--- config.mk ---
export PLATFORM = sky130hd
export DESIGN_NAME = dcache_ctrl
export DESIGN_NICKNAME = d
export VERILOG_FILES = /design/src/verilog/dcache_pkg.sv /design/src/verilog/dcache_ctrl.sv
export VERILOG_INCLUDE_DIRS = /design/src /design/src/verilog
export SDC_FILE = /design/constraint.sdc
export NUM_CORES = 1
export LEC_CHECK = 0
export ABC_AREA = 1
export ABC_CLOCK_PERIOD_IN_PS = 11000
export BUFFER_PORTS_ARGS = -buffer_cell sky130_fd_sc_hd__buf_4
export CELL_PAD_IN_SITES_DETAIL_PLACEMENT = 1
export CELL_PAD_IN_SITES_GLOBAL_PLACEMENT = 2
export CORE_AREA = 2 2 411 413
export CTS_BUF_LIST = sky130_fd_sc_hd__clkbuf_16
export DETAILED_ROUTE_END_ITERATION = 7
export DIE_AREA = 0 0 413 415
export GPL_TIMING_DRIVEN = 0
export PLACE_DENSITY = 0.58
export SLEW_MARGIN = 20
export SYNTH_ARGS = -nofsm -noshare
export SYNTH_HDL_FRONTEND = slang
export SYNTH_SLANG_ARGS = --single-unit
--- constraint.sdc ---
create_clock -name clk -period 11 [get_ports clk]
set_clock_uncertainty 0.1 [all_clocks]
set_input_delay 2.2 -clock clk [delete_from_list [all_inputs] [get_ports clk]]
set_output_delay 2.2 -clock clk [all_outputs]
set_load 0.05 [all_outputs]
--- src/verilog/dcache_config.svh ---
// size macros for the two-way data cache
// set count, address field widths and line width
`ifndef DCACHE_CONFIG_SVH
`define DCACHE_CONFIG_SVH

`define DC_SETS      256
`define DC_INDEX_W   8
`define DC_TAG_W     20   // 32 - index - offset
`define DC_OFFSET_W  4

// four 32-bit banks per line
`define DC_LINE_W    128

`endif

--- src/verilog/dcache_pkg.sv ---
// shared types of the data cache
// address fields, data widths, request and way structs, controller states
package dcache_pkg;

`include "dcache_config.svh"

    typedef logic [31:0]              addr_t;
    typedef logic [`DC_TAG_W-1:0]     tag_t;
    typedef logic [`DC_INDEX_W-1:0]   index_t;
    typedef logic [`DC_OFFSET_W-1:0]  offset_t;
    typedef logic [31:0]              word_t;
    typedef logic [3:0]               strb_t;
    typedef logic [`DC_LINE_W-1:0]    line_t;   // word k at bits 32k and up

    // cpu request as accepted on valid && addr_ok
    typedef struct packed {
        logic    op;       // 1 = store
        tag_t    tag;
        index_t  index;
        offset_t offset;
        strb_t   wstrb;
        word_t   wdata;
    } cpu_req_t;

    // one way, one cycle after rd_index
    typedef struct packed {
        logic  valid;
        logic  dirty;
        tag_t  tag;
        line_t line;
    } way_out_t;

    // write port of one way
    typedef struct packed {
        index_t     index;
        logic [3:0] ben;      // per bank
        logic       tag_we;   // refill, needs all banks
        tag_t       tag;
        logic       dirty;
        line_t      line;
    } way_wr_t;

    typedef enum logic [2:0] {
        IDLE,
        LOOKUP,
        MISS,
        REPLACE,
        REFILL,
        RELOOK
    } cache_state_e;

endpackage

--- src/verilog/dcache_ctrl.sv ---
// data cache controller
// request buffer, FSM, hit check, LRU and victim choice,
// store merge, write-back and refill handshakes
`timescale 1ns/1ps
`include "dcache_config.svh"

module dcache_ctrl (
    input  logic                 clk,
    input  logic                 reset,
    input  logic                 valid,
    input  dcache_pkg::cpu_req_t req,
    output logic                 addr_ok,
    output logic                 data_ok,
    output dcache_pkg::word_t    rdata,
    output logic                 rd_req,
    output dcache_pkg::addr_t    rd_addr,
    input  logic                 rd_rdy,
    input  logic                 ret_valid,
    input  dcache_pkg::line_t    ret_data,
    output logic                 wr_req,
    output dcache_pkg::addr_t    wr_addr,
    output dcache_pkg::line_t    wr_data,
    input  logic                 wr_rdy,
    output dcache_pkg::index_t   rd_index,
    input  dcache_pkg::way_out_t way0_out,
    input  dcache_pkg::way_out_t way1_out,
    output dcache_pkg::way_wr_t  way0_wr,
    output dcache_pkg::way_wr_t  way1_wr
);
    import dcache_pkg::*;

    cache_state_e state_q;
    cache_state_e state_d;
    cpu_req_t     req_q;
    logic         accept;
    logic         hit0;
    logic         hit1;
    logic         hit;
    line_t        hit_line;
    logic [`DC_SETS-1:0] lru_q;   // 1 = way1 is least recently used
    logic         victim;
    logic         victim_q;
    way_out_t     victim_out;
    logic         victim_dirty;
    way_wr_t      wr_c;
    logic [1:0]   wr_sel;

    // put the strobed bytes of r into word r.offset[3:2] of base
    function automatic line_t merge_line(line_t base, cpu_req_t r);
        line_t      res;
        logic [1:0] w;
        res = base;
        w = r.offset[3:2];
        for (int i = 0; i < 4; i++) begin
            if (r.wstrb[i]) begin
                res[32*w + 8*i +: 8] = r.wdata[8*i +: 8];
            end
        end
        return res;
    endfunction

    // way outputs belong to req_q.index in LOOKUP
    assign hit0 = way0_out.valid && (way0_out.tag == req_q.tag);
    assign hit1 = way1_out.valid && (way1_out.tag == req_q.tag);
    assign hit  = hit0 || hit1;
    assign hit_line = hit1 ? way1_out.line : way0_out.line;

    // no new lookup while a store bank write is pending
    assign addr_ok = (state_q == IDLE) || (state_q == LOOKUP && hit && !req_q.op);
    assign accept  = valid && addr_ok;
    assign data_ok = (state_q == LOOKUP) && hit;
    assign rdata   = hit_line[32*req_q.offset[3:2] +: 32];

    assign rd_index = accept ? req.index : req_q.index;

    always_ff @(posedge clk) begin
        if (accept) begin
            req_q <= req;
        end
    end

    always_ff @(posedge clk) begin
        if (reset) begin
            state_q <= IDLE;
        end else begin
            state_q <= state_d;
        end
    end

    always_comb begin
        state_d = state_q;
        case (state_q)
            IDLE: begin
                if (valid) begin
                    state_d = LOOKUP;
                end
            end
            LOOKUP: begin
                if (!hit) begin
                    state_d = MISS;
                end else if (!accept) begin
                    state_d = IDLE;
                end
            end
            MISS: begin
                if (!victim_dirty || wr_rdy) begin
                    state_d = REPLACE;
                end
            end
            REPLACE: begin
                if (rd_rdy) begin
                    state_d = REFILL;
                end
            end
            REFILL: begin
                if (ret_valid) begin
                    state_d = RELOOK;
                end
            end
            RELOOK:  state_d = LOOKUP;   // reread after the refill write
            default: state_d = IDLE;
        endcase
    end

    // an invalid way first, otherwise the LRU way
    assign victim = !way0_out.valid ? 1'b0 :
                    !way1_out.valid ? 1'b1 : lru_q[req_q.index];

    always_ff @(posedge clk) begin
        if (state_q == LOOKUP && !hit) begin
            victim_q <= victim;
        end
    end

    assign victim_out   = victim_q ? way1_out : way0_out;
    assign victim_dirty = victim_out.valid && victim_out.dirty;

    always_ff @(posedge clk) begin
        if (reset) begin
            lru_q <= '0;
        end else if (state_q == LOOKUP && hit) begin
            lru_q[req_q.index] <= hit0;
        end else if (state_q == REFILL && ret_valid) begin
            lru_q[req_q.index] <= !victim_q;
        end
    end

    // memory channels, held by the state until accepted
    assign wr_req  = (state_q == MISS) && victim_dirty;
    assign wr_addr = {victim_out.tag, req_q.index, {`DC_OFFSET_W{1'b0}}};
    assign wr_data = victim_out.line;
    assign rd_req  = (state_q == REPLACE);
    assign rd_addr = {req_q.tag, req_q.index, {`DC_OFFSET_W{1'b0}}};

    always_comb begin
        wr_c = '0;
        wr_sel = 2'b00;
        wr_c.index = req_q.index;
        wr_c.tag = req_q.tag;
        if (state_q == LOOKUP && hit && req_q.op) begin
            wr_c.ben   = 4'b0001 << req_q.offset[3:2];
            wr_c.dirty = 1'b1;
            wr_c.line  = merge_line(hit_line, req_q);
            wr_sel     = {hit1, hit0};
        end else if (state_q == REFILL && ret_valid) begin
            wr_c.ben    = 4'b1111;
            wr_c.tag_we = 1'b1;
            wr_c.dirty  = req_q.op;   // store miss leaves the line dirty
            wr_c.line   = req_q.op ? merge_line(ret_data, req_q) : ret_data;
            wr_sel      = victim_q ? 2'b10 : 2'b01;
        end
    end

    always_comb begin
        way0_wr = wr_c;
        way0_wr.ben = wr_c.ben & {4{wr_sel[0]}};
        way0_wr.tag_we = wr_c.tag_we && wr_sel[0];
        way1_wr = wr_c;
        way1_wr.ben = wr_c.ben & {4{wr_sel[1]}};
        way1_wr.tag_we = wr_c.tag_we && wr_sel[1];
    end

    // a set never holds the same tag in both ways
    a_one_hit_way: assert property (@(posedge clk) disable iff (reset)
        data_ok |-> !(hit0 && hit1));

    a_wr_hold: assert property (@(posedge clk) disable iff (reset)
        wr_req && !wr_rdy |=> wr_req && $stable(wr_addr) && $stable(wr_data));

    a_rd_hold: assert property (@(posedge clk) disable iff (reset)
        rd_req && !rd_rdy |=> rd_req && $stable(rd_addr));

endmodule

# Word level (Yosys, flattened, before mapping)

Index checks and enable logic that the tools add are counted.

Output and inout bits: 560
Bits in registers: 329
Word-level logic and storage cells: 118
Bits of input ports: 503

$lt $le $gt $ge: 2
Reduce and logical (&&, ||, !) cells: 23
Bitwise logic cells: 2
Shifts and indexed selects: 10
Eq/ne operators: 12
Muxes and demuxes: 53
Add/subtract/negate cells: 7

Operators by type and width:

| operator                                               | number |
|---|---|
| 2-to-1 mux 128 bit                                     | 19 |
| bitwise mux 128 bit                                    | 8 |
| bitwise mux 256 bit                                    | 2 |
| 2-to-1 mux 256 bit                                     | 2 |
| variable shift 8 x 34 -> 128 bit, first input constant | 4 |
| variable part select 8 x 34 -> 128 bit                 | 4 |
| 2-to-1 mux 129 bit                                     | 2 |
| 2-to-1 mux 150 bit                                     | 1 |
| variable part select 128 x 8 -> 32 bit                 | 1 |
| negation 8 -> 34 bit                                   | 3 |
| == test 20 bit                                         | 2 |
| negation 7 -> 34 bit                                   | 1 |
| 2-to-1 mux 3 bit                                       | 6 |
| case mux 3 bit (6 select lines)                        | 1 |
| adder 7 x 5 -> 8 bit, second input constant            | 2 |
| logical AND 1 bit                                      | 13 |
| < comparator 8 x 9 -> 1 bit, second input constant     | 1 |
| adder 7 x 4 -> 8 bit, second input constant            | 1 |
| AND 4 bit                                              | 2 |
| binary-select mux 1 bit (select 8 bit)                 | 1 |
| demux 1 bit (select 8 bit)                             | 1 |
| >= comparator 8 x 1 -> 1 bit, second input constant    | 1 |
| 2-to-1 mux 8 bit                                       | 1 |
| == test 3 x 2 -> 1 bit, second input constant          | 2 |
| other kinds (15)                                       | 28 |

# Logic depth before layout (Yosys ltp)

Gate-level depths: netlist (run 1).

Depth after elaboration: 19
Gate-level depth with buffers: 17

# Worst setup path before layout (run 1)

No wires, ideal clock.

Kind: input port to output port
Start point: input port way1_out[130] in the netlist's numbering
End point: output port rd_index[0]
Arrival time: 5.521 ns
Stages: 13
Buffers on the path: 0
Setup slack: 3.179 ns
Data required time: 8.700 ns
Cell sequence: xnor2_1 inv_1 nor2_1 nand2_1 nor2_1 nand3_2 nand2_2 nand2_2 o21ai_1 nand2_1 inv_2 nand2_1 nand2_1

Cells in the longest elaborated chain, start to end: 8

RTL lines:

| what                            | line              | text |
|---|---|---|
| start: declaration              | dcache_ctrl.sv:26 | `input dcache_pkg::way_out_t way1_out,` |
| == test 20 bit                  | dcache_ctrl.sv:64 | `assign hit1 = way1_out.valid && (way1_out.tag == req_q.tag);` |
| logical AND 1 bit               | dcache_ctrl.sv:64 |  |
| logical OR 1 bit                | dcache_ctrl.sv:65 | `assign hit = hit0 \|\| hit1;` |
| logical AND 1 bit (2 in series) | dcache_ctrl.sv:69 | `assign addr_ok = (state_q == IDLE) \|\| (state_q == LOOKUP && hit && !req_q.op);` |
| logical OR 1 bit                | dcache_ctrl.sv:69 |  |
| named net addr_ok               | dcache_ctrl.sv:12 | `output logic addr_ok,` |
| logical AND 1 bit               | dcache_ctrl.sv:70 | `assign accept = valid && addr_ok;` |
| 2-to-1 mux 8 bit                | dcache_ctrl.sv:74 | `assign rd_index = accept ? req.index : req_q.index;` |
| end: declaration                | dcache_ctrl.sv:24 | `output dcache_pkg::index_t rd_index,` |

The timed path passes the listed nets, and every way through them passes these cells.

==> impl_metrics.py, run 1 <==
metrics = {
    "run_status": {
        "outcome": "finished clean",
    },
    "setup_path": {
        "crit_required_ns": 8.70,
        "critPathLaunchType": "input port",
        "r2r_start": "rd_addr[14]",
        "ff2ff_setup_slack_ns": 5.99,
        "reg2reg_to": "req_q[18]",
        "endpoint_kind": "primary output",
        "crit_fanout": 10,
        "reg2reg_depth": 12,
        "crit_arrival_ns": 6.65,
        "cp-startpoint": "way1_out[130]",
        "path_class": "in -> out",
        "cp-endpoint": "way1_wr[116]",
    },
    "sta": {
        "min_period_over_period_pct": 81.4,
        "slew_headroom_pct": 8.35,
        "final_hold_viol_count": 0,
        "rsz0062_at_grt": "false",
        "setup_viol": 0,
        "tightest_slew_ns": 1.36,
        "fin_crit_ns": 8.95,
        "finalMaxSlewViolations": 0,
        "fmax_mhz": 112,
        "final.setup.tns_ns": 0,
    },
    "power": {
        "ir_drop_mv": 0.124,
        "power_leakage_nw": 20.8,
        "pwr-share-clk_pct": 19.5,
        "p_int_mw": 3.28,
        "switchingPower_mw": 5.01,
        "p_seq_share_pct": 18.0,
        "switching_share_pct": 60.4,
        "total_power_mw": 8.29,
        "power_density_mw_per_mm2": 202,
        "power_frac_comb_pct": 62.4,
    },
    "synth": {
        "synth.distinct_cells": 38,
        "avgSynthCellArea_um2": 5.47,
        "synth-async-reset-ratio_pct": 0,
        "synth_edf_count": 68,
        "syn_area_mm2": 0.0286,
        "ys_seq_elements": 327,
        "synth.yosys.seq_area_share_pct": 25.3,
        "synth_warnings": 0,
        "syn_inst": 5225,
        "ys.flop_type": "dfxtp_1",
    },
    "grt": {
        "overflow": 0,
        "grt_max_degree": 49,
        "grt_antenna_before_repair": 74,
        "grt_first_pass_wirelength_um": 398000,
        "grt_usage_pct": 35.0,
        "grt_pass1_vias": 39800,
    },
    "route": {
        "finalWirelength_um": 314000,
        "ant_nets": 0,
        "avgRoutedWirePerCell_um": 36.4,
        "via_per_inst": 4.85,
        "drt_iter0_drc": 4184,
        "drc": 0,
        "dr.pass1.iters": 7,
        "num_vias": 41800,
    },
    "floorplan": {
        "die-area_mm2": 0.171,
        "initial_utilization_pct": 17.2,
        "ioPinCount": 1063,
        "rows": 150,
        "core_mm2": 0.167,
        "die_w_um": 413,
        "die_y_um": 415,
    },
    "finish": {
        "design_area_mm2": 0.0411,
        "layout-drive-gt1-share_pct": 23.7,
        "syn_to_final_growth_pct": 43.9,
        "nets": 6859,
    },
    "hold_path": {
        "hold_class": "reg -> reg",
    },
    "clock_tree": {
        "cts_num_sinks": 327,
        "htreeDepth": 2,
        "ctsResizeCount": 0,
        "clockBufferDepth": 3,
        "clock_latency_ns": 0.69,
        "post-cts-setup-buffer-count": 0,
        "cts_buffers": 49,
        "root_buffer": "clkbuf_16",
        "hold_buffers": 0,
        "cts.reportedPaths.clkPinSlew_ns": 0.06,
        "cts_tree": "done",
    },
    "placement": {
        "placed_area_mm2": 0.0395,
        "hpwlAfterDp_um": 266000,
        "gp_congestion": 1.01,
        "port_buffers": 1052,
    },
    "flow_run": {
        "max_cap_violations": 0,
    },
}
## worst max-delay path: stages
cell	delay, ns
buf_4	0.12
xnor2_1	0.45
inv_1	0.08
nor2_1	0.11
nand2_1	0.06
nor2_1	0.11
nand3_2	0.31
clkbuf_1	0.35
clkbuf_1	0.52
a21oi_1	1.21
nand2_1	0.21
nand3_1	0.15
nand2_1	0.30
buf_4	0.25
buf_4	0.18
## state kept, by name (all words and copies together), names as in the netlist
name,flops
victim_q,1
lru_q,256
rd_addr,28
state_q,3
req_q,39
## per-layer routing
layer,up-vias,share of wire [%],global-route usage [%],routed length (um)
met2,1971,42,51.6,131000
met1,21000,42,45.1,132000
met3,379,11,13.3,35300
met5,-,0.028,0.0848,89
li1,18400,-,-,-
met4,12,4.8,15.1,15000
## cells by family after synthesis
family | share of synthesized area (%)
DFF | 25.3
other | 0.0131
xor gates and xnor gates | 0.521
AOI/OAI and AO/OA | 11.7
adders and majority gates | 0.350
and+or+nand+nor | 46.1
buffers and inverters | 16.0
## cells in the mapped netlist (all sizes together) (7+ instances only)
library cell     n  area (um^2)
nand2         2060         7740
clkinv           7         26.3
dfxtp          259         5180
a21oi          118          591
a22o            25          219
xnor2            9         78.8
buf            332         2290
nor3            17         85.1
o22ai            8         50.1
clkbuf         205          769
nand4           19          119
nor2           805         3030
nand3          424         2130
edfxtp          68         2040
ha               8          100
inv            398         1490
a21boi          40          300
xor2             8         70.1
o21ai          337         1690
o211ai          62          465
## worst min-delay path by stage
stage	endpoint	from	slack (ns)	depth (start not counted)
after floorplan	lru_q[134]	lru_q[134]	0.39	4
after global placement	lru_q[22]	lru_q[22]	0.40	4
after detailed placement	lru_q[43]	lru_q[43]	0.41	4
after CTS	lru_q[43]	lru_q[43]	0.42	4
after global routing	lru_q[243]	lru_q[243]	0.44	4
final	lru_q[42]	lru_q[42]	0.41	4
## area by class of cell
| cell class | instances | area [um^2] |
|---|---|---|
| Antenna cell | 43 | 108 |
| Fill cell | 21500 | 126000 |
| Sequential cell | 327 | 7230 |
| Clock buffer | 51 | 1280 |
| Multi-Input combinational cell | 3963 | 16900 |
| Timing Repair Buffer | 1065 | 8050 |
| Clock inverter | 39 | 244 |
| Buffer | 537 | 3090 |
| Inverter | 405 | 1530 |
| Tap cell | 2204 | 2760 |
## power by group through the flow
stage / Sequential [mW] / Combinational (mW) / Clock [mW]
after global routing: 1.49 / 5.26 / 1.69
after detailed placement: 1.51 / 5.06 / 0
after global placement: 1.51 / 5.04 / 0
final: 1.49 / 5.18 / 1.62
after CTS: 1.48 / 5.08 / 1.66
after floorplan: 1.40 / 2.58 / 0
## placed cells by master, fill, tap and decap left out, types with 68 or more instances in the layout
cell type	synthesis	final
a21oi_1	118	115
buf_4	257	1316
clkbuf_1	205	184
dfxtp_1	259	259
edfxtp_1	68	68
inv_1	387	402
nand2_1	2057	2056
nand3_1	423	423
nor2_1	803	794
o21ai_0	333	286
## metrics by stage
step / util, % / cells / hold slack [ns] / setup slack (ns)
after floorplan: - / 5232 / 0.389 / 3.18
final: 24.7 / 8634 / 0.414 / 2.05
after global routing: 24.6 / 8610 / 0.440 / 2.24
after detailed placement: 23.7 / 8501 / 0.407 / 2.24
after CTS: 24.6 / 8591 / 0.418 / 2.23
after global placement: 23.6 / 8488 / 0.397 / 0.736
No activity file was read; power rests on OpenSTA's default activity.
==> inputs of run 2 (changes only) <==
--- a/config.mk
+++ b/config.mk
@@ -7,16 +7,16 @@
 export NUM_CORES = 1
 export LEC_CHECK = 0
 export ABC_AREA = 1
-export ABC_CLOCK_PERIOD_IN_PS = 11000
+export ABC_CLOCK_PERIOD_IN_PS = 8100
 export BUFFER_PORTS_ARGS = -buffer_cell sky130_fd_sc_hd__buf_4
 export CELL_PAD_IN_SITES_DETAIL_PLACEMENT = 1
 export CELL_PAD_IN_SITES_GLOBAL_PLACEMENT = 2
-export CORE_AREA = 2 2 411 413
+export CORE_AREA = 2 2 409 411
 export CTS_BUF_LIST = sky130_fd_sc_hd__clkbuf_16
 export DETAILED_ROUTE_END_ITERATION = 7
-export DIE_AREA = 0 0 413 415
+export DIE_AREA = 0 0 411 413
 export GPL_TIMING_DRIVEN = 0
-export PLACE_DENSITY = 0.58
+export PLACE_DENSITY = 0.61
 export SLEW_MARGIN = 20
 export SYNTH_ARGS = -nofsm -noshare
 export SYNTH_HDL_FRONTEND = slang
==> constraint.sdc (replaced) <==
create_clock -name clk -period 8.1 [get_ports clk]
set_clock_uncertainty 0.1 [all_clocks]
set_input_delay 1.62 -clock clk [delete_from_list [all_inputs] [get_ports clk]]
set_output_delay 1.62 -clock clk [all_outputs]
set_load 0.05 [all_outputs]
==> impl_metrics.py, run 2 (synthesis results as in run 1) <==
metrics = {
    "grt": {
        "grt_pass1_vias": 40100,
        "grt_usage_pct": 35.5,
        "overflow": 0,
        "grt_antenna_before_repair": 74,
        "grt_first_pass_wirelength_um": 398000,
        "grt_max_degree": 44,
    },
    "route": {
        "num_vias": 42100,
        "ant_nets": 0,
        "drc": 0,
        "drt_iter0_drc": 4485,
        "finalWirelength_um": 315000,
        "via_per_inst": 4.89,
        "dr.pass1.iters": 5,
        "avgRoutedWirePerCell_um": 36.5,
    },
    "setup_path": {
        "crit_required_ns": 6.38,
        "worst-path-stages": 13,
        "ff2ff_setup_slack_ns": 3.26,
        "path_cells": "clkbuf_1 > clkinv_1 > clkbuf_1 > clkbuf_2 > ha_1 > nand2_1 > nor2_1 > inv_1 > nor2_1 > a21oi_1 > o21ai_0 > buf_4 > buf_4",
        "cp-endpoint": "way1_wr[18]",
        "path_class": "reg -> out",
        "crit_fanout": 13,
        "cp-startpoint": "req_q[39]",
        "reg2reg_depth": 12,
        "critPathSlowestCell": "o21ai_0",
        "critPathLaunchType": "flip-flop",
        "crit_family": "buffers and inverters",
        "crit_arrival_ns": 6.33,
        "worst-path-buf-inv": 7,
        "reg2reg_to": "rd_addr[9]",
        "r2r_start": "rd_addr[14]",
        "endpoint_kind": "primary output",
        "max_stage_delay_ns": 1.09,
    },
    "hold_path": {
        "whs_path_depth": 4,
        "hold_class": "reg -> reg",
    },
    "clock_tree": {
        "root_buffer": "clkbuf_16",
        "clockBufferDepth": 3,
        "ctsResizeCount": 1,
        "cts.reportedPaths.clkPinSlew_ns": 0.06,
        "hold_buffers": 0,
        "cts_num_sinks": 327,
        "cts_buffers": 50,
        "cts_tree": "done",
        "htreeDepth": 2,
        "clock_latency_ns": 0.67,
        "post-cts-setup-buffer-count": 0,
    },
    "sta": {
        "slew_headroom_pct": 0.595,
        "fmax_mhz": 124,
        "fin_crit_ns": 8.05,
        "final.setup.tns_ns": 0,
        "min_period_over_period_pct": 99.4,
        "final_hold_viol_count": 0,
        "tightest_slew_ns": 1.48,
        "rsz0062_at_grt": "false",
        "finalMaxSlewViolations": 0,
        "setup_viol": 0,
    },
    "finish": {
        "nets": 6861,
        "final_util_pct": 24.8,
        "fin_cells": 8624,
        "largest_reg_flops": 256,
        "mostFrequentLayoutCell": "nand2_1",
        "final_cell_mix": "2056 x nand2_1, 1316 x buf_4, 790 x nor2_1, 423 x nand3_1, 404 x inv_1",
        "syn_to_final_growth_pct": 43.8,
        "n_fill_cell": 21500,
        "largest-register": "lru_q",
        "layout-drive-gt1-share_pct": 23.6,
    },
    "flow_run": {
        "max_cap_violations": 1,
    },
    "floorplan": {
        "ioPinCount": 1063,
        "die-area_mm2": 0.170,
        "die_y_um": 413,
        "die_w_um": 411,
        "initial_utilization_pct": 17.2,
        "core_mm2": 0.166,
        "rows": 150,
    },
    "placement": {
        "hpwlAfterDp_um": 267000,
        "gp_congestion": 1.05,
        "port_buffers": 1052,
        "dpl.cell_count": 8502,
    },
    "power": {
        "ir_drop_mv": 0.252,
        "p_int_mw": 4.45,
        "power_density_mw_per_mm2": 273,
        "switchingPower_mw": 6.79,
        "power_leakage_nw": 20.8,
        "p_seq_share_pct": 17.8,
        "power_frac_comb_pct": 63.1,
        "switching_share_pct": 60.4,
        "pwr-share-clk_pct": 19.1,
    },
    "run_status": {
        "outcome": "finished with violations",
        "failed_checks": "capacitance limit",
    },
}
## run 2: changes by cell type in the layout (fill, tap and decap cells not counted), sizes merged
cell,change
buf,+1
clkbuf,+1
bufinv,-1
diode,-11
## run 2: power by group through the flow
stage / clock (mW) / sequential (mW) / combinational (mW)
2_1_floorplan: 0 / 1.90 / 3.50
3_3_place_gp: 0 / 2.04 / 6.85
3_5_place_dp: 0 / 2.02 / 6.90
4_1_cts: 2.20 / 1.99 / 6.92
5_1_grt: 2.24 / 1.99 / 7.19
6_report: 2.15 / 2.00 / 7.09
## run 2: layout make-up
| class | instances | area (um^2) | share of cell area (%) |
|---|---|---|---|
| Clock buffer | 52 | 1300 | 3.17 |
| Clock inverter | 38 | 204 | 0.496 |
| Tap cell | 2204 | 2760 | 6.71 |
| Antenna cell | 32 | 80.1 | 0.195 |
| Multi-Input combinational cell | 3963 | 16900 | 41.0 |
| Timing Repair Buffer | 1066 | 8050 | 19.6 |
| Buffer | 537 | 3080 | 7.51 |
| Inverter | 405 | 1530 | 3.71 |
| Sequential cell | 327 | 7230 | 17.6 |
## run 2: stage by stage
step           power (mW)  hold slack, ns  instance area, um^2  worst slack, ns
2_1_floorplan        5.40           0.389                28600             1.44
3_3_place_gp         8.89           0.398                39300            -1.77
3_5_place_dp         8.92           0.403                39500            0.328
4_1_cts              11.1           0.415                41000            0.305
5_1_grt              11.4           0.445                41100            0.179
6_report             11.2           0.411                41100           0.0462
## run 2: how the worst min path moves through the flow
| stage | startpoint | end | slack, ns |
|---|---|---|---|
| 2_1_floorplan | lru_q[134] | lru_q[134] | 0.39 |
| 3_3_place_gp | lru_q[254] | lru_q[254] | 0.40 |
| 3_5_place_dp | lru_q[147] | lru_q[147] | 0.40 |
| 4_1_cts | lru_q[147] | lru_q[147] | 0.41 |
| 5_1_grt | lru_q[181] | lru_q[181] | 0.45 |
| 6_report | lru_q[183] | lru_q[183] | 0.41 |
## run 2: worst min-delay path, cell delays in order, from the launching register on
cell     delay, ns
dfxtp_1       0.30
inv_1         0.05
nand2_1       0.04
nand2_1       0.05
nor2_1        0.03
## run 2: routing by layer
metal	wire length (um)	track usage, %
met5	115	0
met4	17100	16.5
met3	38100	15.5
met2	130000	52.2
met1	130000	44.1
